$ cat config.mk
export PLATFORM = sky130hd
export DESIGN_NAME = video_daisy_top
export DESIGN_NICKNAME = d
export VERILOG_FILES = /design/src/verilog/video_pkg.sv /design/src/verilog/video_axil_regs.sv /design/src/verilog/video_bar_gen.sv /design/src/verilog/video_compositor.sv /design/src/verilog/video_daisy_top.sv /design/src/verilog/video_frame_counter.sv /design/src/verilog/video_sprite_gen.sv
export VERILOG_INCLUDE_DIRS = /design/src /design/src/include
export SDC_FILE = /design/constraint.sdc
export NUM_CORES = 2
export LEC_CHECK = 0
export ABC_AREA = 0
export BUFFER_PORTS_ARGS = -buffer_cell sky130_fd_sc_hd__buf_2
export CORE_MARGIN = 2
export CORE_UTILIZATION = 45
export CTS_CLUSTER_SIZE = 28
export DETAILED_ROUTE_END_ITERATION = 16
export SYNTH_ARGS = -nofsm -noshare
export SYNTH_HDL_FRONTEND = slang
export SYNTH_SLANG_ARGS = --single-unit
$ cat constraint.sdc
create_clock -name sys_clk -period 6.4 [get_ports sys_clk]
set_input_delay 1.28 -clock sys_clk [delete_from_list [all_inputs] [get_ports sys_clk]]
set_output_delay 1.28 -clock sys_clk [all_outputs]
set_load 0.005 [all_outputs]
$ cat src/include/video_regs.svh
// --------------------------------------------------------------------------
// Video pipeline register map
// AXI4-Lite offsets, field positions and response codes
// --------------------------------------------------------------------------

`ifndef VIDEO_REGS_SVH
`define VIDEO_REGS_SVH

`define REG_CTRL    12'h000  // bit 0 sprite enable, bit 1 gray enable
`define REG_BAR     12'h004  // Bar shift in bits 2:0
`define REG_POS     12'h008  // Sprite x in 9:0, y in 25:16
`define REG_KEY     12'h00C  // Transparent colour, 12 bits
`define REG_SPRITE  12'h100  // Sprite RAM window, one word per pixel

`define POS_Y_LSB   16

`define RESP_OKAY   2'b00
`define RESP_SLVERR 2'b10

`endif

$ cat src/verilog/video_pkg.sv
// --------------------------------------------------------------------------
// Video pipeline package
// Raster widths, colour types, control structs and the bar palette
// --------------------------------------------------------------------------

package video_pkg;

    localparam int H_W       = 10;
    localparam int V_W       = 10;
    localparam int SPRITE_AW = 8;   // Up to 16x16 sprite

    typedef logic [H_W-1:0]       hcount_t;
    typedef logic [V_W-1:0]       vcount_t;
    typedef logic [3:0]           chan_t;
    typedef logic [11:0]          rgb_t;      // R 11:8, G 7:4, B 3:0
    typedef logic [SPRITE_AW-1:0] spr_addr_t;

    typedef struct packed {
        hcount_t hc;
        vcount_t vc;
        logic    frame_start;   // Set at (0,0)
    } video_pos_t;

    typedef struct packed {
        video_pos_t pos;
        rgb_t       rgb;
    } video_pix_t;

    typedef struct packed {
        logic       sprite_en;
        logic       gray_en;
        logic [2:0] bar_shift;  // Bar width 2**bar_shift
        hcount_t    sprite_x;
        vcount_t    sprite_y;
        rgb_t       key;        // Transparent sprite colour
    } video_ctrl_t;

    typedef struct packed {
        logic      en;
        spr_addr_t addr;
        rgb_t      rgb;
    } sprite_wr_t;

    // White, yellow, cyan, green, magenta, red, blue, black
    localparam rgb_t BAR_PALETTE [8] = '{
        12'hFFF, 12'hFF0, 12'h0FF, 12'h0F0,
        12'hF0F, 12'hF00, 12'h00F, 12'h000
    };

    typedef enum logic {IDLE, RESP} axil_state_t;

endpackage

$ cat src/verilog/video_axil_regs.sv
// --------------------------------------------------------------------------
// AXI4-Lite register slave
// Holds the pipeline control registers and forwards writes
// to the sprite RAM window as single cycle pulses
// --------------------------------------------------------------------------

`include "video_regs.svh"

module video_axil_regs #(
    parameter int SPRITE_SIZE = 16
) (
    input  logic                    sys_clk,
    input  logic                    rst,
    input  logic [11:0]             awaddr,
    input  logic                    awvalid,
    output logic                    awready,
    input  logic [31:0]             wdata,
    input  logic [3:0]              wstrb,
    input  logic                    wvalid,
    output logic                    wready,
    output logic [1:0]              bresp,
    output logic                    bvalid,
    input  logic                    bready,
    input  logic [11:0]             araddr,
    input  logic                    arvalid,
    output logic                    arready,
    output logic [31:0]             rdata,
    output logic [1:0]              rresp,
    output logic                    rvalid,
    input  logic                    rready,
    output video_pkg::video_ctrl_t  ctrl,
    output video_pkg::sprite_wr_t   spr_wr
);
    import video_pkg::*;

    localparam video_ctrl_t CTRL_RESET = '{bar_shift: 3'd2, default: '0};

    axil_state_t wr_state, rd_state;
    logic        wr_go, wr_ok, rd_go;
    logic [31:0] rd_mux;

    // Word index inside the sprite window
    function automatic logic [9:0] word_idx(input logic [11:0] a);
        return a[11:2] - 10'h040;
    endfunction

    function automatic logic addr_ok(input logic [11:0] a);
        if (a >= `REG_SPRITE)
            return int'(word_idx(a)) < SPRITE_SIZE * SPRITE_SIZE;
        return a == `REG_CTRL || a == `REG_BAR || a == `REG_POS || a == `REG_KEY;
    endfunction

    // ------------------------------------------------------------------------
    // Write channel
    // ------------------------------------------------------------------------
    assign wr_go   = (wr_state == IDLE) && awvalid && wvalid;
    assign awready = wr_go;                       // AW and W taken together
    assign wready  = wr_go;
    assign bvalid  = (wr_state == RESP);
    assign wr_ok   = addr_ok(awaddr) && (wstrb == 4'hF);

    assign spr_wr.en   = wr_go && wr_ok && (awaddr >= `REG_SPRITE);
    assign spr_wr.addr = spr_addr_t'(word_idx(awaddr));
    assign spr_wr.rgb  = wdata[11:0];

    always_ff @(posedge sys_clk) begin
        if (rst) begin
            wr_state <= IDLE;
            bresp    <= `RESP_OKAY;
            ctrl     <= CTRL_RESET;
        end else if (wr_go) begin
            wr_state <= RESP;
            bresp    <= wr_ok ? `RESP_OKAY : `RESP_SLVERR;
            if (wr_ok) begin
                case (awaddr)
                    `REG_CTRL: {ctrl.gray_en, ctrl.sprite_en} <= wdata[1:0];
                    `REG_BAR:  ctrl.bar_shift <= wdata[2:0];
                    `REG_POS: begin
                        ctrl.sprite_x <= wdata[H_W-1:0];
                        ctrl.sprite_y <= wdata[`POS_Y_LSB +: V_W];
                    end
                    `REG_KEY:  ctrl.key <= wdata[11:0];
                    default: ;                    // Sprite words go to the RAM
                endcase
            end
        end else if (bready) begin
            wr_state <= IDLE;                     // Response taken
        end
    end

    // ------------------------------------------------------------------------
    // Read channel
    // ------------------------------------------------------------------------
    assign arready = (rd_state == IDLE);
    assign rvalid  = (rd_state == RESP);
    assign rd_go   = arready && arvalid;

    always_comb begin
        case (araddr)
            `REG_CTRL: rd_mux = {30'd0, ctrl.gray_en, ctrl.sprite_en};
            `REG_BAR:  rd_mux = {29'd0, ctrl.bar_shift};
            `REG_POS:  rd_mux = {6'd0, ctrl.sprite_y, 6'd0, ctrl.sprite_x};
            `REG_KEY:  rd_mux = {20'd0, ctrl.key};
            default:   rd_mux = '0;               // Sprite RAM is write only
        endcase
    end

    always_ff @(posedge sys_clk) begin
        if (rst) begin
            rd_state <= IDLE;
            rdata    <= '0;
            rresp    <= `RESP_OKAY;
        end else if (rd_go) begin
            rd_state <= RESP;
            rdata    <= rd_mux;
            rresp    <= addr_ok(araddr) ? `RESP_OKAY : `RESP_SLVERR;
        end else if (rready) begin
            rd_state <= IDLE;
        end
    end

endmodule

$ cat src/verilog/video_bar_gen.sv
// --------------------------------------------------------------------------
// Colour bar generator
// Picks a palette colour from the column and registers it
// together with the coordinate
// --------------------------------------------------------------------------

module video_bar_gen (
    input  logic                    sys_clk,
    input  logic                    rst,
    input  logic                    advance,
    input  video_pkg::video_pos_t   pos,
    input  video_pkg::video_ctrl_t  ctrl,
    output video_pkg::rgb_t         bar_rgb,
    output video_pkg::video_pos_t   bar_pos
);
    import video_pkg::*;

    logic [2:0] bar_idx;

    // Bar number wraps every eight bars
    assign bar_idx = 3'(pos.hc >> ctrl.bar_shift);

    always_ff @(posedge sys_clk) begin
        if (rst) begin
            bar_pos <= '0;            // No frame_start out of reset
        end else if (advance) begin
            bar_pos <= pos;
        end
    end

    always_ff @(posedge sys_clk) begin
        if (advance)
            bar_rgb <= BAR_PALETTE[bar_idx];
    end

endmodule

$ cat src/verilog/video_compositor.sv
// --------------------------------------------------------------------------
// Compositor
// Overlays the sprite on the bars, optional gray conversion,
// output register on a valid/ready stream and pipeline advance
// --------------------------------------------------------------------------

module video_compositor (
    input  logic                    sys_clk,
    input  logic                    rst,
    input  video_pkg::rgb_t         bar_rgb,
    input  video_pkg::video_pos_t   bar_pos,
    input  video_pkg::rgb_t         spr_rgb,
    input  logic                    spr_hit,
    input  video_pkg::video_ctrl_t  ctrl,
    output video_pkg::video_pix_t   pix,
    output logic                    pix_vld,
    input  logic                    pix_rdy,
    output logic                    advance
);
    import video_pkg::*;

    logic       gen_full;     // Generator stage holds a pixel
    rgb_t       mix, out_rgb;
    logic [5:0] gray_sum;
    chan_t      gray;

    // ------------------------------------------------------------------------
    // Colour path
    // ------------------------------------------------------------------------
    assign mix = spr_hit ? spr_rgb : bar_rgb;

    // (R + 2G + B) / 4
    assign gray_sum = {2'b00, mix[11:8]} + {1'b0, mix[7:4], 1'b0} + {2'b00, mix[3:0]};
    assign gray     = gray_sum[5:2];
    assign out_rgb  = ctrl.gray_en ? {gray, gray, gray} : mix;

    // ------------------------------------------------------------------------
    // Output stage and advance
    // ------------------------------------------------------------------------
    assign advance = !pix_vld || pix_rdy;  // Empty or being taken

    always_ff @(posedge sys_clk) begin
        if (rst) begin
            gen_full <= 1'b0;
            pix_vld  <= 1'b0;
        end else if (advance) begin
            gen_full <= 1'b1;                   // Full from the first advance on
            pix_vld  <= gen_full;
        end
    end

    always_ff @(posedge sys_clk) begin
        if (advance) begin
            pix.pos <= bar_pos;
            pix.rgb <= out_rgb;
        end
    end

endmodule

$ cat src/verilog/video_daisy_top.sv
// --------------------------------------------------------------------------
// Video pixel pipeline top
// AXI4-Lite control, frame counter, bar and sprite generators
// in parallel, joined by the compositor onto the pixel stream
// --------------------------------------------------------------------------

module video_daisy_top #(
    parameter int H_ACTIVE    = 640,
    parameter int V_ACTIVE    = 480,
    parameter int SPRITE_SIZE = 16
) (
    input  logic                   sys_clk,
    input  logic                   rst,
    input  logic [11:0]            awaddr,
    input  logic                   awvalid,
    output logic                   awready,
    input  logic [31:0]            wdata,
    input  logic [3:0]             wstrb,
    input  logic                   wvalid,
    output logic                   wready,
    output logic [1:0]             bresp,
    output logic                   bvalid,
    input  logic                   bready,
    input  logic [11:0]            araddr,
    input  logic                   arvalid,
    output logic                   arready,
    output logic [31:0]            rdata,
    output logic [1:0]             rresp,
    output logic                   rvalid,
    input  logic                   rready,
    output video_pkg::video_pix_t  pix,
    output logic                   pix_vld,
    input  logic                   pix_rdy
);
    import video_pkg::*;

    video_ctrl_t ctrl;
    sprite_wr_t  spr_wr;
    video_pos_t  pos, bar_pos;
    rgb_t        bar_rgb, spr_rgb;
    logic        spr_hit;
    logic        advance;

    // ------------------------------------------------------------------------
    // Control
    // ------------------------------------------------------------------------
    video_axil_regs #(.SPRITE_SIZE(SPRITE_SIZE)) u_video_axil_regs (
        .sys_clk(sys_clk), .rst(rst),
        .awaddr(awaddr), .awvalid(awvalid), .awready(awready),
        .wdata(wdata), .wstrb(wstrb), .wvalid(wvalid), .wready(wready),
        .bresp(bresp), .bvalid(bvalid), .bready(bready),
        .araddr(araddr), .arvalid(arvalid), .arready(arready),
        .rdata(rdata), .rresp(rresp), .rvalid(rvalid), .rready(rready),
        .ctrl(ctrl), .spr_wr(spr_wr)
    );

    // ------------------------------------------------------------------------
    // Pixel path
    // ------------------------------------------------------------------------
    video_frame_counter #(.H_ACTIVE(H_ACTIVE), .V_ACTIVE(V_ACTIVE)) u_video_frame_counter (
        .sys_clk(sys_clk), .rst(rst), .advance(advance), .pos(pos)
    );

    video_bar_gen u_video_bar_gen (
        .sys_clk(sys_clk), .rst(rst), .advance(advance), .pos(pos), .ctrl(ctrl),
        .bar_rgb(bar_rgb), .bar_pos(bar_pos)
    );

    video_sprite_gen #(.SPRITE_SIZE(SPRITE_SIZE)) u_video_sprite_gen (
        .sys_clk(sys_clk), .rst(rst), .advance(advance), .pos(pos), .ctrl(ctrl),
        .spr_wr(spr_wr), .spr_rgb(spr_rgb), .spr_hit(spr_hit)
    );

    video_compositor u_video_compositor (
        .sys_clk(sys_clk), .rst(rst),
        .bar_rgb(bar_rgb), .bar_pos(bar_pos),
        .spr_rgb(spr_rgb), .spr_hit(spr_hit), .ctrl(ctrl),
        .pix(pix), .pix_vld(pix_vld), .pix_rdy(pix_rdy), .advance(advance)
    );

endmodule

$ cat src/verilog/video_frame_counter.sv
// --------------------------------------------------------------------------
// Frame counter
// Walks the active picture left to right, top to bottom,
// one coordinate per pipeline advance
// --------------------------------------------------------------------------

module video_frame_counter #(
    parameter int H_ACTIVE = 640,
    parameter int V_ACTIVE = 480
) (
    input  logic                   sys_clk,
    input  logic                   rst,
    input  logic                   advance,
    output video_pkg::video_pos_t  pos
);
    import video_pkg::*;

    hcount_t hc;
    vcount_t vc;
    logic    last_col, last_row;

    assign last_col = (hc == hcount_t'(H_ACTIVE - 1));
    assign last_row = (vc == vcount_t'(V_ACTIVE - 1));

    always_ff @(posedge sys_clk) begin
        if (rst) begin
            hc <= '0;
            vc <= '0;
        end else if (advance) begin
            if (last_col) begin
                hc <= '0;                                // Next line
                vc <= last_row ? '0 : vc + 1'b1;         // Or next frame
            end else begin
                hc <= hc + 1'b1;
            end
        end
    end

    // Coordinate on offer to both generators
    assign pos.hc          = hc;
    assign pos.vc          = vc;
    assign pos.frame_start = (hc == '0) && (vc == '0);

endmodule

$ cat src/verilog/video_sprite_gen.sv
// --------------------------------------------------------------------------
// Sprite generator
// Sprite RAM with a write port from the register block and a
// synchronous read at the window offset of each coordinate
// --------------------------------------------------------------------------

module video_sprite_gen #(
    parameter int SPRITE_SIZE = 16
) (
    input  logic                    sys_clk,
    input  logic                    rst,
    input  logic                    advance,
    input  video_pkg::video_pos_t   pos,
    input  video_pkg::video_ctrl_t  ctrl,
    input  video_pkg::sprite_wr_t   spr_wr,
    output video_pkg::rgb_t         spr_rgb,
    output logic                    spr_hit
);
    import video_pkg::*;

    rgb_t      mem [2**SPRITE_AW];
    hcount_t   dx;
    vcount_t   dy;
    logic      in_win, in_win_q;
    spr_addr_t rd_addr;

    // ------------------------------------------------------------------------
    // Window test
    // ------------------------------------------------------------------------
    assign dx = pos.hc - ctrl.sprite_x;
    assign dy = pos.vc - ctrl.sprite_y;

    assign in_win = ctrl.sprite_en
                 && (pos.hc >= ctrl.sprite_x) && (dx < hcount_t'(SPRITE_SIZE))
                 && (pos.vc >= ctrl.sprite_y) && (dy < vcount_t'(SPRITE_SIZE));

    // Row major offset inside the sprite
    assign rd_addr = spr_addr_t'(int'(dy) * SPRITE_SIZE + int'(dx));

    always_ff @(posedge sys_clk) begin
        if (rst)
            in_win_q <= 1'b0;
        else if (advance)
            in_win_q <= in_win;
    end

    // ------------------------------------------------------------------------
    // Sprite RAM
    // ------------------------------------------------------------------------
    always_ff @(posedge sys_clk) begin
        if (spr_wr.en)
            mem[spr_wr.addr] <= spr_wr.rgb;
        if (advance)
            spr_rgb <= mem[rd_addr];  // Read moves with the pipeline
    end

    // Key test needs the read data, so after the register
    assign spr_hit = in_win_q && (spr_rgb != ctrl.key);

endmodule
## Yosys cells after proc, flatten, opt, wreduce, memory -nomap -nowiden

Memory sizes are Yosys's and may differ from the RTL's. A register that Yosys moved wholly into a read port is not among the register bits.
Index checks and enable logic that the tools add are counted.

- Bits in registers: 152
- Latch bits: 0
- Bits in writable memories: 3072
- Memory bits (read-only): 96
- Word-level logic and storage cells: 110
- Memories kept: 2

- Add/sub/neg operators: 9
- $mul: 0
- Divide/modulo/power cells: 0
- $lt $le $gt $ge: 8
- Equality and inequality tests: 10
- Shift-type cells: 1
- Mux-type cells: 23
- Bitwise operators: 3
- Reduce and logical (&&, ||, !) cells: 31

Memories:

| memory | depth | width | read ports | clocked after Yosys merged registers in | write ports | RTL line | RTL |
|---|---|---|---|---|---|---|---|
| u_video_sprite_gen.mem | 256 | 12 | 1 | 1 | 1 | video_sprite_gen.sv:21 | `rgb_t mem [2**SPRITE_AW];` |
| (name not given) | 8 | 12 | 1 | 1 | 0 | video_bar_gen.sv:33 | `bar_rgb <= BAR_PALETTE[bar_idx];` |

Operator list:

| operator | count |
|---|---|
| $pmux W26 S4 | 1 |
| $eq A12 B4 Y1 const B | 4 |
| $eq A12 B3 Y1 const B | 2 |
| $ge A12 B9 Y1 const B | 2 |
| $logic_not A12 Y1 | 2 |
| $mux W12 | 2 |
| $add A10 B1 Y10 const B | 2 |
| $ge A10 B10 Y1 | 2 |
| $logic_not A10 Y1 | 2 |
| $lt A10 B5 Y1 const B | 2 |
| $lt A10 B9 Y1 const B | 2 |
| $mux W10 | 2 |
| $sub A10 B10 Y10 | 2 |
| $sub A10 B7 Y10 const B | 2 |
| $mux W1 | 16 |
| $logic_and A1 B1 Y1 | 12 |
| $ne A12 B12 Y1 | 1 |
| $reduce_and A3 Y1 | 4 |
| $eq A10 B10 Y1 const B | 1 |
| $eq A10 B9 Y1 const B | 1 |
| $shr A10 B3 Y3 | 1 |
| $add A8 B8 Y8 | 1 |
| $logic_or A1 B1 Y1 | 7 |
| $add A4 B5 Y6 | 1 |
| 8 further kinds | 11 |

## Logic depth before layout (Yosys ltp)

- Word-level depth: 10
- Depth in mapped cells: 17
- Mapped depth without buffers: 16

## Modules after synthesis

Synthesis repeated with hierarchy kept, for this count alone.

- Cells, all modules: 6220
- Area total of the unflattened synthesis: 127175.7 µm²

By module, submodules not included:

| module | instances | cells each | area each (µm²) | sequential area each (µm²) |
|---|---|---|---|---|
| video_sprite_gen | 1 | 5556 | 120292.9 | 92628.8 |
| video_axil_regs | 1 | 344 | 3174.3 | 1261.2 |
| video_compositor | 1 | 104 | 1580.3 | 1031.0 |
| video_frame_counter | 1 | 127 | 1081.0 | 400.4 |
| video_bar_gen | 1 | 89 | 1047.3 | 510.5 |

## Worst setup path before layout

No wires, ideal clock.

- Kind: reg-to-reg
- Start point: register u_video_frame_counter.hc[0]
- End point: register u_video_sprite_gen.spr_rgb[2], read port of u_video_sprite_gen.mem, data pin
- Library setup time: 0.271 ns
- Arrival time: 3.755 ns
- Data required time: 6.129 ns
- Setup slack: 2.375 ns
- Stages on the path, launching flop included: 16
- Buffers on the path: 0
- Clock period less this slack: 4.025 ns
- Path through: dfxtp_1 > inv_1 > ha_1 > fa_1 > nor2b_1 > o21ai_0 > a21oi_1 > nor2b_1 > ha_1 > fa_1 > xnor2_1 > mux4_2 > mux2i_1 > nand2_1 > o2111ai_1 > o22ai_1

- Cells in the longest elaborated chain, start to end: 2

RTL lines:

| what | RTL line | RTL |
|---|---|---|
| start, declared | video_frame_counter.sv:18 | `hcount_t hc;` |
| start signal, assigned | video_frame_counter.sv:34 | `hc <= hc + 1'b1;` |
| $sub A10 B10 Y10 | video_sprite_gen.sv:30 | `assign dx = pos.hc - ctrl.sprite_x;` |
| $add A8 B8 Y8 | video_sprite_gen.sv:38 | `assign rd_addr = spr_addr_t'(int'(dy) * SPRITE_SIZE + int'(dx));` |
| end, declared | video_sprite_gen.sv:16 | `output video_pkg::rgb_t spr_rgb,` |

No other way between the ends.
A chain may end at the register's enable or synchronous reset.

## Final worst setup path

Same ends and word-level chain as after synthesis.

==> qor.yml <==
status: "finished clean"
p_sw_share_pct: 23.00
finalClockSkew_ns: 0.03615
rsz0062_at_grt: "no"
synth-edff-count: 3120
ant_nets: 0
drt_iter0_markers: 7040
crit_chain: "inv_1, ha_4, fa_4, nor2b_1, o21ai_0, a21oi_1, nor2b_1, ha_1, fa_1, xor2_1, nand2_1, o22ai_1, or4_1, o22ai_1"
min_period_ns: 5.199
endpoint_kind: "flip-flop"
cts_resized: 0
multiInputGateArea_um2: 27560
fin_area_um2: 142500
initial_core_util_pct: 45.20
seq_area_frac_synth_pct: 76.74
cts_root_buf: "clkbuf_16"
num_vias: 59660
dp.cells: 9452
drive_gt1_share_pct: 30.21
io_buffers: 120
path_buf_inv: 1
ctsHoldBuffers: 0
post-route-util_pct: 51.59
antenna_found_initial: 19
total_power_w: 0.04604
tightest_slew_ns: 1.270
ys.flop_type: "edfxtp_1"
finalSetupViolCount: 0
async_flop_share_pct: 0
powerDensity_nw_per_um2: 323.0
rows: 193
core_area_um2: 276300
fillers: 21550
grt_pass1_wl_um: 442000
crit_fanout: 17
crit_arrival_ns: 5.85
ctsLongestPathBuffers: 4
ios: 143
slowest_stage: "xor2_1"
grt.overflow.total: 0
share_comb_of_total_power_pct: 8.4
synth_area_um2: 124900
die_area_um2: 281700
crit_family: "adder cells"
synth_area_leader_cell: "edfxtp_1"
yosysTopAreaCellShare_pct: 75.02
slew_headroom_pct: 15.02
cts_sinks: 3227
postSynthAreaPerCell_um2: 22.33
grt_max_degree: 191
wl_um: 310100
cp.required_ns: 7.05
gp_congestion: 0.8461
critPathLaunchType: "flip-flop"
post_drt_wl_per_cell_um: 30.78
cts_buffers: 336
p_leak_nw: 45.00
power_frac_clock_pct: 40.9
p_sw_w: 0.01059
yosysWarnings: 0
post_cts_buffers: 0
max_freq_mhz: 192.3
synth_commonest_cells: "3120 x edfxtp_1, 965 x mux4_2, 330 x nor2_1"
ir_drop_mv: 0.1972
synth.area.top_cells: "edfxtp_1 75%, mux4_2 17%, dfxtp_1 1.7%, nor2_1 0.99%, nand2_1 0.63%"
dpl_cell_area_um2: 131900
cap_violations: 0
clock_latency_ns: 0.91
synth.most_common_cell: "edfxtp_1"
grt_usage_pct: 21.94
dpl.hpwl_um: 188700
fin_cells: 10070
die_w_um: 530.8
drc: 0
first_pass_iters: 6
fin_crit_sh_pct: 81.24
hold_viol_final: 0
cp_slowest_stage_delay_ns: 0.92
min_path_type: "flip-flop to flip-flop"
cts-htree-levels: 5
ys_types: 57
p_int_w: 0.03545
ys_ff_latch: 3227
dieHeight_um: 530.8
nets: 6190
seq_area_um2: 95830
worst-setup-path-type: "flip-flop to flip-flop"
tns_ns: 0
maxSlewViolCount: 0
cts_tree: "yes"
area_growth_pct: 14.12
seq_power_share_pct: 50.7
clkTransAtPathRegs_ns: 0.06
synth_cells: 5593
post_drt_via_cell_ratio: 5.923
grt_pass1_vias: 59220
==> power groups by stage <==
stage	Combinational (W)	Sequential, W	Clock (W)
after CTS	0.00393	0.0233	0.0192
after floorplan	0.00216	0.0237	0
after global routing	0.00405	0.0233	0.0199
final	0.00389	0.0233	0.0188
after detailed placement	0.00392	0.0238	0
after global placement	0.00389	0.0238	0
==> kinds of logic (layout without fill, tap and decap cells) <==
group / after synthesis / count (layout) / share of synthesized area, %
AOI/OAI and AO/OA: 269 / 269 / 1.328
xor gates and xnor gates: 38 / 38 / 0.2775
adders and majority gates: 37 / 37 / 0.4128
buffers and inverters: 355 / 1109 / 1.332
DFF: 3227 / 3227 / 76.74
muxes: 994 / 994 / 17.64
other: 1 / 23 / 0.003003
and+or+nand+nor: 672 / 672 / 2.266
==> per-layer routing <==
| layer | up-vias | track usage, % | wire length (um) |
|---|---|---|---|
| li1 | 24570 | - | - |
| met1 | 32230 | 31.88 | 129700 |
| met2 | 2440 | 34.46 | 147300 |
| met3 | 422 | 3.679 | 24120 |
| met4 | 2 | 6.273 | 8934 |
| met5 | - | 0 | 12 |
==> registers in the layout (all words and copies together) (netlist names), 3 cells and up <==
signal and count:
u_video_sprite_gen.mem 3072, u_video_sprite_gen.spr_rgb 12, u_video_bar_gen.bar_pos 21, u_video_bar_gen.bar_rgb 3
u_video_axil_regs.ctrl 37, u_video_frame_counter.hc 10, u_video_axil_regs.rdata 22, u_video_frame_counter.vc 10
u_video_compositor.pix 33
==> through the flow <==
step	setup WS [ns]	hold slack (ns)
6_report	1.201	0.4264
5_1_grt	0.9988	0.4454
4_1_cts	1.312	0.4309
3_5_place_dp	0.8975	0.4176
3_3_place_gp	0.9432	0.4143
2_1_floorplan	2.375	0.4081
==> layout by cell type, fill, tap and decap left out, drive strengths merged, types with 18 or more instances in the layout <==
cell type / Yosys / final
a21oi: 95 / 95
mux2i: 22 / 22
edfxtp: 3120 / 3120
nor2b: 18 / 18
nand3: 35 / 35
xnor2: 22 / 22
ha: 30 / 30
mux4: 965 / 965
dfxtp: 107 / 107
clkbuf: 143 / 429
a22oi: 37 / 37
buf: 170 / 456
o21ai: 25 / 25
inv: 41 / 56
nand2: 210 / 210
o22ai: 69 / 69
nor2: 330 / 330
clkinv: 1 / 141
==> area by class of cell <==
cell class              count  share of cell area (%)
clock inverters           182                   1.140
flip-flops and latches   3227                   67.24
diodes                     11                 0.01931
clock buffers             429                   6.298
well taps                3705                   3.253
repair buffers            456                   2.602
inverters                  42                  0.1115
multi-input cells        2022                   19.34
==> worst reg2reg max path, delay by kind of cell, from the launching register on <==
family / cells / cell delay (ns)
AO/OA/AOI/OAI: 4 / 0.92
adder cells (fa/ha/maj): 4 / 1.39
XOR/XNOR: 1 / 0.92
buffers and inverters: 1 / 0.10
AND/OR/NAND/NOR: 4 / 1.29
flip-flops: 1 / 0.33
==> worst paths after layout <==
kind	startpoint	endpoint	cells past startpoint	slack [ns]
worst max-delay path	u_video_frame_counter.hc[0]	u_video_sprite_gen.spr_rgb[2]	14	1.20
worst min-delay path	u_video_bar_gen.bar_pos[5]	u_video_compositor.pix[17]	0	0.43
worst min register to register	u_video_bar_gen.bar_pos[5]	u_video_compositor.pix[17]	0	0.43
worst max register to register	u_video_frame_counter.hc[0]	u_video_sprite_gen.spr_rgb[2]	14	1.20
Note: power is estimated with default switching activity, not from simulation.
